File: src/source/rv_pkg.sv
package rv_pkg;

  // ========================================
  // Widths
  // ========================================
  localparam int XLEN   = 32;
  localparam int REG_AW = 5;

  // Data, address and instruction word
  typedef logic [XLEN-1:0] word_t;
  // Register index
  typedef logic [REG_AW-1:0] reg_addr_t;

  // ========================================
  // Execute stage encodings
  // ========================================
  // ALU operations, PASS_B serves LUI and EQ serves branches
  typedef enum logic [2:0] {
    ALU_ADD    = 3'd0,
    ALU_SUB    = 3'd1,
    ALU_AND    = 3'd2,
    ALU_OR     = 3'd3,
    ALU_XOR    = 3'd4,
    ALU_SLT    = 3'd5,
    ALU_PASS_B = 3'd6,
    ALU_EQ     = 3'd7
  } alu_op_e;

  // Source of an execute operand
  typedef enum logic [1:0] {
    FWD_RF  = 2'd0,
    FWD_MEM = 2'd1,
    FWD_WB  = 2'd2
  } fwd_sel_e;

  // ========================================
  // Opcodes
  // ========================================
  localparam logic [6:0] OPC_OP     = 7'b0110011;
  localparam logic [6:0] OPC_OP_IMM = 7'b0010011;
  localparam logic [6:0] OPC_LUI    = 7'b0110111;
  localparam logic [6:0] OPC_LOAD   = 7'b0000011;
  localparam logic [6:0] OPC_STORE  = 7'b0100011;
  localparam logic [6:0] OPC_BRANCH = 7'b1100011;

  // ADDI x0,x0,0 fills empty pipeline slots
  localparam word_t NOP_INSTR = 32'h0000_0013;

endpackage

File: src/source/alu.sv
`timescale 1ns/1ps
module alu (
  input  rv_pkg::alu_op_e op_i,
  input  rv_pkg::word_t   a_i,
  input  rv_pkg::word_t   b_i,
  output rv_pkg::word_t   result_o,
  output logic            equal_o
);

  logic less_signed;

  // Equality drives branch resolution
  assign equal_o     = (a_i == b_i);
  assign less_signed = ($signed(a_i) < $signed(b_i));

  always_comb begin
    case (op_i)
      rv_pkg::ALU_ADD:    result_o = a_i + b_i;
      rv_pkg::ALU_SUB:    result_o = a_i - b_i;
      rv_pkg::ALU_AND:    result_o = a_i & b_i;
      rv_pkg::ALU_OR:     result_o = a_i | b_i;
      rv_pkg::ALU_XOR:    result_o = a_i ^ b_i;
      // Signed set-less-than, result in bit 0
      rv_pkg::ALU_SLT:    result_o = {31'b0, less_signed};
      // Upper immediate passes straight through
      rv_pkg::ALU_PASS_B: result_o = b_i;
      rv_pkg::ALU_EQ:     result_o = {31'b0, equal_o};
      default:            result_o = a_i + b_i;
    endcase
  end

endmodule

File: src/source/cpu_core.sv
`timescale 1ns/1ps
module cpu_core #(
  parameter rv_pkg::word_t RESET_PC = 32'h0000_0000
) (
  input  logic          clk_i,
  input  logic          rst_ni,
  output rv_pkg::word_t imem_addr_o,
  input  rv_pkg::word_t imem_rdata_i,
  output rv_pkg::word_t dmem_addr_o,
  output rv_pkg::word_t dmem_wdata_o,
  input  rv_pkg::word_t dmem_rdata_i,
  output logic          dmem_we_o,
  output logic          dmem_re_o
);

  // Hazard control
  logic              stall;
  logic              flush;
  logic              redirect;
  rv_pkg::fwd_sel_e  fwd_a;
  rv_pkg::fwd_sel_e  fwd_b;
  // Fetch and decode stage
  rv_pkg::word_t     pc_f;
  rv_pkg::word_t     pc_d;
  rv_pkg::word_t     instr_d;
  rv_pkg::reg_addr_t rs1_d, rs2_d, rd_d;
  rv_pkg::word_t     imm_d, rd1_d, rd2_d;
  rv_pkg::alu_op_e   alu_sel_d;
  logic              use_imm_d, reg_write_d, mem_read_d, mem_write_d;
  logic              branch_d, branch_ne_d;
  // Execute stage
  rv_pkg::word_t     pc_e, imm_e, rd1_e, rd2_e;
  rv_pkg::reg_addr_t rs1_e, rs2_e, rd_e;
  rv_pkg::alu_op_e   alu_sel_e;
  logic              use_imm_e, reg_write_e, mem_read_e, mem_write_e;
  logic              branch_e, branch_ne_e;
  rv_pkg::word_t     op_a, op_b, alu_b, alu_res, target;
  logic              alu_eq;
  // Memory and writeback stage
  rv_pkg::word_t     alu_m, wdata_m, alu_w, load_w, wb_data;
  rv_pkg::reg_addr_t rd_m, rd_w;
  logic              reg_write_m, mem_read_m, mem_write_m;
  logic              reg_write_w, mem_read_w;

  // ========================================
  // Fetch
  // ========================================
  fetch_unit #(
    .RESET_PC(RESET_PC)
  ) u_fetch (
    .clk_i     (clk_i),
    .rst_ni    (rst_ni),
    .stall_i   (stall),
    .redirect_i(redirect),
    .target_i  (target),
    .pc_o      (pc_f)
  );

  assign imem_addr_o = pc_f;

  // Fetch/decode register, held on stall and squashed on flush
  always_ff @(posedge clk_i) begin
    if (!rst_ni || flush) begin
      instr_d <= rv_pkg::NOP_INSTR;
    end else if (!stall) begin
      instr_d <= imem_rdata_i;
    end
  end

  always_ff @(posedge clk_i) begin
    if (!stall) begin
      pc_d <= pc_f;
    end
  end

  // ========================================
  // Decode
  // ========================================
  decoder u_decoder (
    .instr_i    (instr_d),
    .rs1_o      (rs1_d),
    .rs2_o      (rs2_d),
    .rd_o       (rd_d),
    .imm_o      (imm_d),
    .alu_op_o   (alu_sel_d),
    .use_imm_o  (use_imm_d),
    .reg_write_o(reg_write_d),
    .mem_read_o (mem_read_d),
    .mem_write_o(mem_write_d),
    .branch_o   (branch_d),
    .branch_ne_o(branch_ne_d)
  );

  // Writeback lands here, bypassed to decode in the same cycle
  reg_file u_reg_file (
    .clk_i   (clk_i),
    .rst_ni  (rst_ni),
    .rs1_i   (rs1_d),
    .rs2_i   (rs2_d),
    .rd_i    (rd_w),
    .we_i    (reg_write_w),
    .wdata_i (wb_data),
    .rdata1_o(rd1_d),
    .rdata2_o(rd2_d)
  );

  // Decode/execute control, bubble on stall or flush
  always_ff @(posedge clk_i) begin
    if (!rst_ni || flush || stall) begin
      reg_write_e <= 1'b0;
      mem_read_e  <= 1'b0;
      mem_write_e <= 1'b0;
      branch_e    <= 1'b0;
      branch_ne_e <= 1'b0;
    end else begin
      reg_write_e <= reg_write_d;
      mem_read_e  <= mem_read_d;
      mem_write_e <= mem_write_d;
      branch_e    <= branch_d;
      branch_ne_e <= branch_ne_d;
    end
  end

  always_ff @(posedge clk_i) begin
    pc_e      <= pc_d;
    imm_e     <= imm_d;
    rd1_e     <= rd1_d;
    rd2_e     <= rd2_d;
    rs1_e     <= rs1_d;
    rs2_e     <= rs2_d;
    rd_e      <= rd_d;
    alu_sel_e <= alu_sel_d;
    use_imm_e <= use_imm_d;
  end

  // ========================================
  // Execute
  // ========================================
  // Forwarded operands, memory stage carries the ALU result only
  always_comb begin
    case (fwd_a)
      rv_pkg::FWD_MEM: op_a = alu_m;
      rv_pkg::FWD_WB:  op_a = wb_data;
      default:         op_a = rd1_e;
    endcase
    case (fwd_b)
      rv_pkg::FWD_MEM: op_b = alu_m;
      rv_pkg::FWD_WB:  op_b = wb_data;
      default:         op_b = rd2_e;
    endcase
  end

  assign alu_b = use_imm_e ? imm_e : op_b;

  alu u_alu (
    .op_i    (alu_sel_e),
    .a_i     (op_a),
    .b_i     (alu_b),
    .result_o(alu_res),
    .equal_o (alu_eq)
  );

  // Not-taken prediction, taken branch redirects fetch
  assign target   = pc_e + imm_e;
  assign redirect = branch_e && (alu_eq ^ branch_ne_e);

  hazard_unit u_hazard (
    .rs1_d_i      (rs1_d),
    .rs2_d_i      (rs2_d),
    .rs1_e_i      (rs1_e),
    .rs2_e_i      (rs2_e),
    .rd_e_i       (rd_e),
    .rd_m_i       (rd_m),
    .rd_w_i       (rd_w),
    .mem_read_e_i (mem_read_e),
    .reg_write_m_i(reg_write_m),
    .reg_write_w_i(reg_write_w),
    .redirect_i   (redirect),
    .stall_o      (stall),
    .flush_o      (flush),
    .fwd_a_o      (fwd_a),
    .fwd_b_o      (fwd_b)
  );

  // ========================================
  // Memory and writeback
  // ========================================
  always_ff @(posedge clk_i) begin
    if (!rst_ni) begin
      reg_write_m <= 1'b0;
      mem_read_m  <= 1'b0;
      mem_write_m <= 1'b0;
      reg_write_w <= 1'b0;
      mem_read_w  <= 1'b0;
    end else begin
      reg_write_m <= reg_write_e;
      mem_read_m  <= mem_read_e;
      mem_write_m <= mem_write_e;
      reg_write_w <= reg_write_m;
      mem_read_w  <= mem_read_m;
    end
  end

  always_ff @(posedge clk_i) begin
    alu_m   <= alu_res;
    wdata_m <= op_b;
    rd_m    <= rd_e;
    alu_w   <= alu_m;
    load_w  <= dmem_rdata_i;
    rd_w    <= rd_m;
  end

  // Data memory answers in the same cycle
  assign dmem_addr_o  = alu_m;
  assign dmem_wdata_o = wdata_m;
  assign dmem_we_o    = mem_write_m;
  assign dmem_re_o    = mem_read_m;

  // Load data or ALU result back to the register file
  assign wb_data = mem_read_w ? load_w : alu_w;

endmodule

File: src/source/decoder.sv
`timescale 1ns/1ps
module decoder (
  input  rv_pkg::word_t     instr_i,
  output rv_pkg::reg_addr_t rs1_o,
  output rv_pkg::reg_addr_t rs2_o,
  output rv_pkg::reg_addr_t rd_o,
  output rv_pkg::word_t     imm_o,
  output rv_pkg::alu_op_e   alu_op_o,
  output logic              use_imm_o,
  output logic              reg_write_o,
  output logic              mem_read_o,
  output logic              mem_write_o,
  output logic              branch_o,
  output logic              branch_ne_o
);

  logic [6:0]    opcode;
  logic [2:0]    funct3;
  logic [6:0]    funct7;
  rv_pkg::word_t imm_i_type;
  rv_pkg::word_t imm_s_type;
  rv_pkg::word_t imm_b_type;
  rv_pkg::word_t imm_u_type;

  // Fixed instruction fields
  assign opcode = instr_i[6:0];
  assign funct3 = instr_i[14:12];
  assign funct7 = instr_i[31:25];
  assign rd_o   = instr_i[11:7];
  assign rs1_o  = instr_i[19:15];
  assign rs2_o  = instr_i[24:20];

  // Sign-extended immediates of each format
  assign imm_i_type = {{20{instr_i[31]}}, instr_i[31:20]};
  assign imm_s_type = {{20{instr_i[31]}}, instr_i[31:25], instr_i[11:7]};
  assign imm_b_type = {{19{instr_i[31]}}, instr_i[31], instr_i[7], instr_i[30:25],
                       instr_i[11:8], 1'b0};
  assign imm_u_type = {instr_i[31:12], 12'b0};

  // Anything not matched below leaves every enable low
  always_comb begin
    imm_o       = imm_i_type;
    alu_op_o    = rv_pkg::ALU_ADD;
    use_imm_o   = 1'b0;
    reg_write_o = 1'b0;
    mem_read_o  = 1'b0;
    mem_write_o = 1'b0;
    branch_o    = 1'b0;
    branch_ne_o = 1'b0;
    case (opcode)
      rv_pkg::OPC_OP: begin
        reg_write_o = 1'b1;
        case ({funct7, funct3})
          {7'h00, 3'b000}: alu_op_o = rv_pkg::ALU_ADD;
          {7'h20, 3'b000}: alu_op_o = rv_pkg::ALU_SUB;
          {7'h00, 3'b111}: alu_op_o = rv_pkg::ALU_AND;
          {7'h00, 3'b110}: alu_op_o = rv_pkg::ALU_OR;
          {7'h00, 3'b100}: alu_op_o = rv_pkg::ALU_XOR;
          {7'h00, 3'b010}: alu_op_o = rv_pkg::ALU_SLT;
          default:         reg_write_o = 1'b0;
        endcase
      end
      rv_pkg::OPC_OP_IMM: begin
        // Only ADDI is kept
        use_imm_o   = (funct3 == 3'b000);
        reg_write_o = (funct3 == 3'b000);
      end
      rv_pkg::OPC_LUI: begin
        imm_o       = imm_u_type;
        alu_op_o    = rv_pkg::ALU_PASS_B;
        use_imm_o   = 1'b1;
        reg_write_o = 1'b1;
      end
      rv_pkg::OPC_LOAD: begin
        // Word loads only, address is rs1 + imm
        use_imm_o   = (funct3 == 3'b010);
        reg_write_o = (funct3 == 3'b010);
        mem_read_o  = (funct3 == 3'b010);
      end
      rv_pkg::OPC_STORE: begin
        imm_o       = imm_s_type;
        use_imm_o   = 1'b1;
        mem_write_o = (funct3 == 3'b010);
      end
      rv_pkg::OPC_BRANCH: begin
        // BEQ and BNE share the equality compare
        imm_o       = imm_b_type;
        alu_op_o    = rv_pkg::ALU_EQ;
        branch_o    = (funct3 == 3'b000) || (funct3 == 3'b001);
        branch_ne_o = (funct3 == 3'b001);
      end
      default: begin
      end
    endcase
  end

endmodule

File: src/source/fetch_unit.sv
`timescale 1ns/1ps
module fetch_unit #(
  parameter rv_pkg::word_t RESET_PC = 32'h0000_0000
) (
  input  logic          clk_i,
  input  logic          rst_ni,
  input  logic          stall_i,
  input  logic          redirect_i,
  input  rv_pkg::word_t target_i,
  output rv_pkg::word_t pc_o
);

  rv_pkg::word_t pc_q;

  // Redirect from execute wins over a load-use stall
  always_ff @(posedge clk_i) begin
    if (!rst_ni) begin
      pc_q <= RESET_PC;
    end else if (redirect_i) begin
      pc_q <= target_i;
    end else if (!stall_i) begin
      // Sequential fetch, one word per cycle
      pc_q <= pc_q + 32'd4;
    end
  end

  assign pc_o = pc_q;

endmodule

File: src/source/hazard_unit.sv
`timescale 1ns/1ps
module hazard_unit (
  input  rv_pkg::reg_addr_t rs1_d_i,
  input  rv_pkg::reg_addr_t rs2_d_i,
  input  rv_pkg::reg_addr_t rs1_e_i,
  input  rv_pkg::reg_addr_t rs2_e_i,
  input  rv_pkg::reg_addr_t rd_e_i,
  input  rv_pkg::reg_addr_t rd_m_i,
  input  rv_pkg::reg_addr_t rd_w_i,
  input  logic              mem_read_e_i,
  input  logic              reg_write_m_i,
  input  logic              reg_write_w_i,
  input  logic              redirect_i,
  output logic              stall_o,
  output logic              flush_o,
  output rv_pkg::fwd_sel_e  fwd_a_o,
  output rv_pkg::fwd_sel_e  fwd_b_o
);

  logic load_use;

  // Youngest producer wins, x0 is never forwarded
  function automatic rv_pkg::fwd_sel_e pick_source(input rv_pkg::reg_addr_t rs);
    if (reg_write_m_i && (rd_m_i != '0) && (rd_m_i == rs)) begin
      return rv_pkg::FWD_MEM;
    end else if (reg_write_w_i && (rd_w_i != '0) && (rd_w_i == rs)) begin
      return rv_pkg::FWD_WB;
    end
    return rv_pkg::FWD_RF;
  endfunction

  assign fwd_a_o = pick_source(rs1_e_i);
  assign fwd_b_o = pick_source(rs2_e_i);

  // ========================================
  // Load-use stall and branch flush
  // ========================================
  // Load in execute whose result decode needs next cycle
  assign load_use = mem_read_e_i && (rd_e_i != '0) &&
                    ((rd_e_i == rs1_d_i) || (rd_e_i == rs2_d_i));

  // Taken branch squashes the two younger slots
  assign flush_o = redirect_i;
  // Flush overrides stall
  assign stall_o = load_use && !redirect_i;

endmodule

File: src/source/reg_file.sv
`timescale 1ns/1ps
module reg_file (
  input  logic              clk_i,
  input  logic              rst_ni,
  input  rv_pkg::reg_addr_t rs1_i,
  input  rv_pkg::reg_addr_t rs2_i,
  input  rv_pkg::reg_addr_t rd_i,
  input  logic              we_i,
  input  rv_pkg::word_t     wdata_i,
  output rv_pkg::word_t     rdata1_o,
  output rv_pkg::word_t     rdata2_o
);

  // x0 has no storage
  rv_pkg::word_t regs [1:31];

  // Read port with bypass of the write landing this cycle
  function automatic rv_pkg::word_t read_port(input rv_pkg::reg_addr_t addr);
    if (addr == '0) begin
      return '0;
    end else if (we_i && (rd_i == addr)) begin
      return wdata_i;
    end
    return regs[addr];
  endfunction

  always_ff @(posedge clk_i) begin
    if (!rst_ni) begin
      for (int i = 1; i < 32; i++) begin
        regs[i] <= '0;
      end
    end else if (we_i && (rd_i != '0)) begin
      regs[rd_i] <= wdata_i;
    end
  end

  assign rdata1_o = read_port(rs1_i);
  assign rdata2_o = read_port(rs2_i);

endmodule

File: config.mk
export PLATFORM = sky130hd
export DESIGN_NAME = cpu_core
export DESIGN_NICKNAME = d
export VERILOG_FILES = /design/src/source/rv_pkg.sv /design/src/source/alu.sv /design/src/source/cpu_core.sv /design/src/source/decoder.sv /design/src/source/fetch_unit.sv /design/src/source/hazard_unit.sv /design/src/source/reg_file.sv
export SDC_FILE = /design/constraint.sdc
export NUM_CORES = 2
export LEC_CHECK = 0
export BUFFER_PORTS_ARGS = -buffer_cell sky130_fd_sc_hd__buf_2
export CORE_UTILIZATION = 60
export CTS_BUF_LIST = sky130_fd_sc_hd__clkbuf_16
export CTS_CLUSTER_SIZE = 25
export DETAILED_ROUTE_END_ITERATION = 10
export PLACE_DENSITY_LB_ADDON = 0.12
export SYNTH_ARGS = -nofsm -noshare
export SYNTH_HDL_FRONTEND = slang
export SYNTH_SLANG_ARGS = --single-unit
File: constraint.sdc
create_clock -name clk_i -period 6.3 [get_ports clk_i]
set_clock_uncertainty 0.1 [all_clocks]
set_input_delay 0.315 -clock clk_i [delete_from_list [all_inputs] [get_ports clk_i]]
set_output_delay 0.315 -clock clk_i [all_outputs]
set_load 0.005 [all_outputs]
* After elaboration in Yosys (flattened, before gate mapping)
Memories as Yosys holds them, arrays and structs flattened. A register that Yosys moved wholly into a read port is not among the register bits. Cells that the tools add are included.
Storage, ports and cells: bits in registers 391, memory bits (writable) 992, input bits 66, output and inout bits 98, logic and storage cells 151, memories 1
Cells by class: $add $sub $neg 4, magnitude comparators 1, eq/ne operators 34, multiplexer cells 44, bitwise logic cells 7, reduce and logical (&&, ||, !) cells 32
Memories:
- u_reg_file.regs | words 31, width 32, read ports 2, clocked after memory_dff 2, write ports 31, RTL line reg_file.sv:15 | rv_pkg::word_t regs [1:31];
Operator list (number):
- 32-bit 2-to-1 mux | 11
- 32-bit case mux with 8 select lines | 1
- 32-bit case mux with 2 select lines | 2
- 31-bit case mux with 3 select lines | 1
- 32-bit adder | 2
- 5-bit == test | 8
- 32-bit by 3-bit adder with 32-bit output, second input constant | 1
- 32-bit AND | 1
- 32-bit == test | 1
- 32-bit less-than comparator | 1
- 32-bit OR | 1
- 32-bit OR reduction | 1
- 32-bit subtractor | 1
- 32-bit bitwise XOR | 1
- 10-bit by 3-bit == test with 1-bit output, second input constant | 3
- 5-bit 2-to-1 mux | 5
- 7-bit by 6-bit == test with 1-bit output, second input constant | 3
- 3-bit case mux with 5 select lines | 1
- 5-bit nonzero test | 3
- 1-bit 2-to-1 mux | 14
- 3-bit == test, second input constant | 4
- 1-bit logical AND | 12
- 2-bit 2-to-1 mux | 6
- 10-bit by 2-bit == test with 1-bit output, second input constant | 1
- 21 further kinds | 37

* Depth between registers and ports, before layout
depth after elaboration 16, depth in mapped cells 23, depth with buffers taken out 20

* Modules after synthesis
Synthesis repeated with hierarchy kept, for this count alone.
Second synthesis, totals: cells, all modules 5950, area total of the unflattened synthesis 75920.3 sq um
Modules (own cells, without submodules):
- reg_file | instances 1, cells each 3727, area an instance 55617.1 sq um, sequential area each 30749.5 sq um
- cpu_core | instances 1, cells each 979, area an instance 11716.2 sq um, sequential area each 7507.2 sq um
- alu | instances 1, cells each 869, area an instance 5569.1 sq um, sequential area each 0.0 sq um
- fetch_unit | instances 1, cells each 232, area an instance 1960.6 sq um, sequential area each 640.6 sq um
- decoder | instances 1, cells each 92, area an instance 651.9 sq um, sequential area each 0.0 sq um
- hazard_unit | instances 1, cells each 51, area an instance 405.4 sq um, sequential area each 0.0 sq um

* Worst setup path before layout
No wires, ideal clock.
path type flip-flop to flip-flop, start register mem_read_w, end register u_fetch.pc_q[27] (netlist: u_fetch.pc_o[27]), setup time 122 ps, data arrival time 5217 ps, required time 6078 ps, path slack 861 ps, stages on the path, launching flop included 19, path buffers 5, clock period less this slack 5439 ps, cells stage by stage dfxtp_1 > buf_2 > buf_2 > buf_1 > mux2i_1 > a21oi_1 > mux2i_1 > inv_1 > ha_1 > clkbuf_1 > nor3_1 > nand2_1 > nor4_1 > xnor2_1 > nand2b_1 > clkbuf_1 > nand2_1 > and3b_1 > o311a_1
Between the ends: cells in the longest elaborated chain, start to end 9, elaborated cells between the ends (all ways) 11, classes of those cells eq/ne (2); mux (5); bitwise (1); reduce/logical (3)
Ends and longest elaborated chain:
- from (decl) | RTL line cpu_core.sv:43 | logic reg_write_w, mem_read_w;
- from (signal assigned) | RTL line cpu_core.sv:200 | mem_read_w <= mem_read_m;
- 32-bit 2-to-1 mux (*) | RTL line cpu_core.sv:220 | assign wb_data = mem_read_w ? load_w : alu_w;
- 32-bit case mux with 2 select lines (*) | RTL line cpu_core.sv:146 | case (fwd_b)
- via op_b[26] | RTL line cpu_core.sv:37 | rv_pkg::word_t op_a, op_b, alu_b, alu_res, target;
- 32-bit 2-to-1 mux (*) | RTL line cpu_core.sv:153 | assign alu_b = use_imm_e ? imm_e : op_b;
- 32-bit == test (*) | RTL line alu.sv:13 | assign equal_o = (a_i == b_i);
- 1-bit bitwise XOR (*) | RTL line cpu_core.sv:165 | assign redirect = branch_e && (alu_eq ^ branch_ne_e);
- 1-bit logical AND (*) | RTL line cpu_core.sv:165
- 1-bit logical NOT | RTL line hazard_unit.sv:45 | assign stall_o = load_use && !redirect_i;
- 1-bit logical AND | RTL line hazard_unit.sv:45
- 2-bit by 1-bit inequality test with 1-bit output (no source line)
- to (signal assigned) | RTL line fetch_unit.sv:20 | pc_q <= target_i;
- to (signal assigned) | RTL line fetch_unit.sv:23 | pc_q <= pc_q + 32'd4;
- to (decl) | RTL line fetch_unit.sv:13 | rv_pkg::word_t pc_q;
The timed path passes the listed nets; every way through them passes the cells marked *. A chain may end at the register's enable or synchronous reset.

* Worst setup path in the final report
start register rd_w[0], end register mem_write_e
Between the ends: cells in the longest elaborated chain, start to end 16, elaborated cells between the ends (all ways) 27, classes of those cells eq/ne (7); mux (9); bitwise (1); reduce/logical (10)
Ends and longest elaborated chain:
- from (decl) | RTL line cpu_core.sv:41 | rv_pkg::reg_addr_t rd_m, rd_w;
- from (signal assigned) | RTL line cpu_core.sv:210 | rd_w <= rd_m;
- 5-bit nonzero test | RTL line hazard_unit.sv:26 | end else if (reg_write_w_i && (rd_w_i != '0) && (rd_w_i == rs)) begin
- 1-bit logical AND | RTL line hazard_unit.sv:26
- 1-bit logical AND (*) | RTL line hazard_unit.sv:26
- 1-bit 2-to-1 mux (*) | RTL line hazard_unit.sv:26
- 1-bit 2-to-1 mux (*) | RTL line hazard_unit.sv:24 | if (reg_write_m_i && (rd_m_i != '0) && (rd_m_i == rs)) begin
- 2-bit 2-to-1 mux (*) | RTL line hazard_unit.sv:29 | return rv_pkg::FWD_RF;
- 2-bit == test or 2-bit by 1-bit == test with 1-bit output (tied branches) | RTL line cpu_core.sv:146
- 32-bit case mux with 2 select lines (*) | RTL line cpu_core.sv:146
- via op_b[28] | RTL line cpu_core.sv:37
- 32-bit 2-to-1 mux (*) | RTL line cpu_core.sv:153
- 32-bit == test (*) | RTL line alu.sv:13
- 1-bit bitwise XOR (*) | RTL line cpu_core.sv:165
- 1-bit logical AND (*) | RTL line cpu_core.sv:165
- 1-bit logical NOT | RTL line hazard_unit.sv:45
- 1-bit logical AND | RTL line hazard_unit.sv:45
- 1-bit logical OR (*) | RTL line cpu_core.sv:109 | if (!rst_ni || flush || stall) begin
- 2-bit OR reduction (no source line) (*)
- to (signal assigned) | RTL line cpu_core.sv:118 | mem_write_e <= mem_write_d;
- to (decl) | RTL line cpu_core.sv:35 | logic use_imm_e, reg_write_e, mem_read_e, mem_write_e;
Marks and branches as above.

==> results.ini <==
[outcome]
status = finished clean

[logic_synthesis]
synth_area_um2 = 71900
synth-simple-area-share_pct = 10.1
synth-xor-area-share_pct = 1.32
synth_top_family_by_area = multiplexers
syn_inst = 5490
synth_top_cell_by_area = edfxtp_1
synthMuxAreaShare_pct = 21.5
async_reset_ff_share_pct = 0
synth_ff_type = edfxtp_1
synth-seq-cells = 1425
synth_top_area_share_pct = 44.1
syn_area_per_cell_um2 = 13.1
synth_area_leaders = edfxtp_1 44%, mux4_2 20%, dfxtp_1 10%
seq_area_frac_synth_pct = 54.4
synthDistinctLibCells = 96
synth_edf_count = 1056
ys_warn_count = 0
yosys.area_share.adder_pct = 2.33
synth-compound-area-share_pct = 6.96

[sta]
fmax_ghz = 0.166
max_slew_margin_pct = 22.8
setup_violations = 0
period_share_pct = 95.4
setup-tns-final_ns = 0
min_period_ns = 6.01
rsz0062_at_grt = no
slew_violations = 0
finalHoldViolCount = 0
tightest_slew_ns = 1.16
hold_slack_ns = 0.0667

[detailed_routing]
num_vias = 50700
avgViaCountPerCell = 6.92
drtPass1Iterations = 6
first_iter_violations = 6680
drtAntennaViolNets = 0
drt_wl_total_mm = 239
wl_per_cell_um = 32.7
drc_errors = 0

[setup_path]
required_ns = 6.89
cp_slowest_stage_delay_ns = 0.87
worstSetupStartpointType = flip-flop
startpoint = rd_w[0]$_DFF_P_
cp_slowest_cell = or4_1
ff2ff_path_depth = 19
r2r_start = rd_w[0]$_DFF_P_
cp_max_fo = 13
r2r_slack_ns = 0.29
cp_cell_sequence = nor2_1 > a21bo_1 > or4_1 > nor2_8 > a21oi_1 > mux2i_1 > inv_1 > ha_1 > nor4bb_2 > nand4_1 > nor4_1 > buf_4 > xnor2_1 > nand2b_2 > nand2_1 > buf_4 > nor2_1 > nand2_1 > nor4b_1
r2r-end = mem_write_e$_SDFF_PP0_
worst_ep_arrival_time_ns = 6.60
critical_path_class = reg2reg
endpoint = mem_write_e$_SDFF_PP0_
cp-end-kind = flip-flop

[grt]
grt.total_usage_pct = 39.7
grt_start_max_net_pins = 73
antenna_found_initial = 9
overflow = 0
grt_pass1_wl_mm = 341
grt_pass1_vias = 49700

[clocking]
cts_tree = yes
clock-sinks = 1425
htreeDepth = 4
cts_root_buffer = clkbuf_16
cts_buffers = 151
clkLatencyLatePin_ns = 0.79
clk_pin_slew_ns = 0.06
clockBufferDepth = 3

[floorplan]
dieWidth_um = 348
io_pins = 164
start_util_pct = 60.7
fp.dieH_um = 348
design.core.area_um2 = 118000
rows = 126
dieArea_um2 = 121000

[finish]
nFillCells = 8260
final_cells = 7322
drive_gt1_share_pct = 23.6
syn2layout_area_growth_pct = 11.9
final_cell_mix = 1146 x nor2_1, 1056 x edfxtp_1, 640 x mux4_2
fin_nets = 5797
final_common_cell = nor2_1
stdcell_area_um2 = 80400

[placement]
gp_congestion = 0.989
numPortBuffers = 163
dp.cells = 6982
dp_hpwl_mm = 150
placed_cell_area_um2 = 75200

[power_and_ir_drop]
power_leakage_uw = 0.0297
irDropWorstVdd_v = 0.000324
powerDensity_nw_per_um2 = 315
finalPower_uw = 25300

[worst_hold_path]
hold_path_class = in2reg

[job]
drv_cap = 0

==> routing by layer <==
| metal | vias to the layer above | routed length, µm | GRT usage [%] |
|---|---|---|---|
| met4 | 10 | 14200 | 21.4 |
| li1 | 20800 | - | - |
| met2 | 3567 | 112000 | 62.6 |
| met1 | 25500 | 84000 | 51.0 |
| met3 | 767 | 28800 | 9.66 |
| met5 | - | 60 | 0 |
==> cell usage after synthesis (17+ instances only) <==
library cell,number
nand3_1,58
a21oi_1,132
dfxtp_1,369
edfxtp_1,1056
buf_2,44
nand2_1,256
a211oi_1,161
mux2i_1,87
o22ai_1,23
o21ai_1,23
and2_1,17
a22oi_1,18
inv_1,134
o21ai_0,140
nor3_1,40
a21o_1,51
xnor2_1,64
o21bai_1,18
mux4_2,640
buf_1,43
nor2_1,1150
xor2_1,44
nor2b_1,78
clkbuf_1,396
ha_1,129
and3_1,19
==> how the worst min path moves through the flow <==
stage,startpoint,cells after the start,to
after CTS,dmem_rdata_i[9],2,load_w[9]$_DFF_P_
after detailed placement,pc_d[26]$_DFFE_PN_,0,pc_e[26]$_DFF_P_
after global placement,pc_d[27]$_DFFE_PN_,0,pc_e[27]$_DFF_P_
after global routing,dmem_rdata_i[11],2,load_w[11]$_DFF_P_
after floorplan,pc_d[0]$_DFFE_PN_,0,pc_e[0]$_DFF_P_
final,dmem_rdata_i[8],2,load_w[8]$_DFF_P_
==> per-stage QoR <==
| stage | worst slack (ns) | utilization, % |
|---|---|---|
| after global routing | 0.0662 | 67.9 |
| final | 0.292 | 67.9 |
| after detailed placement | 0.135 | 63.5 |
| after global placement | 0.208 | 63.5 |
| after CTS | 0.118 | 67.9 |
| after floorplan | 0.861 | - |
==> power breakdown <==
| part | internal [µW] | switching, µW | total (µW) |
|---|---|---|---|
| Clock | 4610 | 3760 | 8370 |
| Combinational | 1910 | 3600 | 5510 |
| Sequential | 10700 | 700 | 11400 |
==> area by class of cell <==
class / instances / area [µm²] / area share, %
Timing Repair Buffer: 415 / 3120 / 3.88
Clock buffer: 158 / 3950 / 4.92
Sequential cell: 1425 / 39100 / 48.7
Clock inverter: 116 / 621 / 0.772
Inverter: 143 / 537 / 0.667
Multi-Input combinational cell: 3463 / 31100 / 38.6
Tap cell: 1600 / 2000 / 2.49
Antenna cell: 2 / 5.00 / 0.00622
==> flip-flops by register name (all words and copies together) (netlist names), 3 cells and up, named ones only <==
signal	cells
rd1_e	32
load_w	32
rs1_e	5
rd2_e	32
pc_d	32
alu_w	32
rd_m	5
pc_e	32
dmem_wdata_o	32
rd_e	5
dmem_addr_o	32
rd_w	5
u_reg_file.regs	1024
alu_sel_e	3
u_fetch.pc_o	32
imm_e	32
rs2_e	5
instr_d	32
==> repair_timing <==
| action | 4_1_cts | 5_1_grt |
|---|---|---|
| endpoints found under the setup margin | 0 | 55 |
| gates resized for setup | 0 | 1 |
| endpoints found under the hold margin | 74 | 0 |
| buffers inserted | 0 | 0 |
| hold buffers | 64 | 0 |
==> kinds of logic (layout without fill, tap and decap cells) <==
logic type	after synthesis	after routing
flip-flops	1425	1425
XOR/XNOR	108	108
other	1	34
AO/OA/AOI/OAI	731	731
adder cells (fa/ha/maj)	132	132
AND/OR/NAND/NOR	1718	1718
multiplexers	742	742
buffers and inverters	633	832
==> worst max-delay path: cells and delay by family (launching register included) <==
kind	cells	cell delay, ns
xor+xnor	1	0.15
flops	1	0.55
simple gates	11	3.34
compound gates	2	0.40
buf+inv	3	0.53
fa+ha+maj	1	0.41
mux	1	0.40
Power figures use the tool's default switching activity.
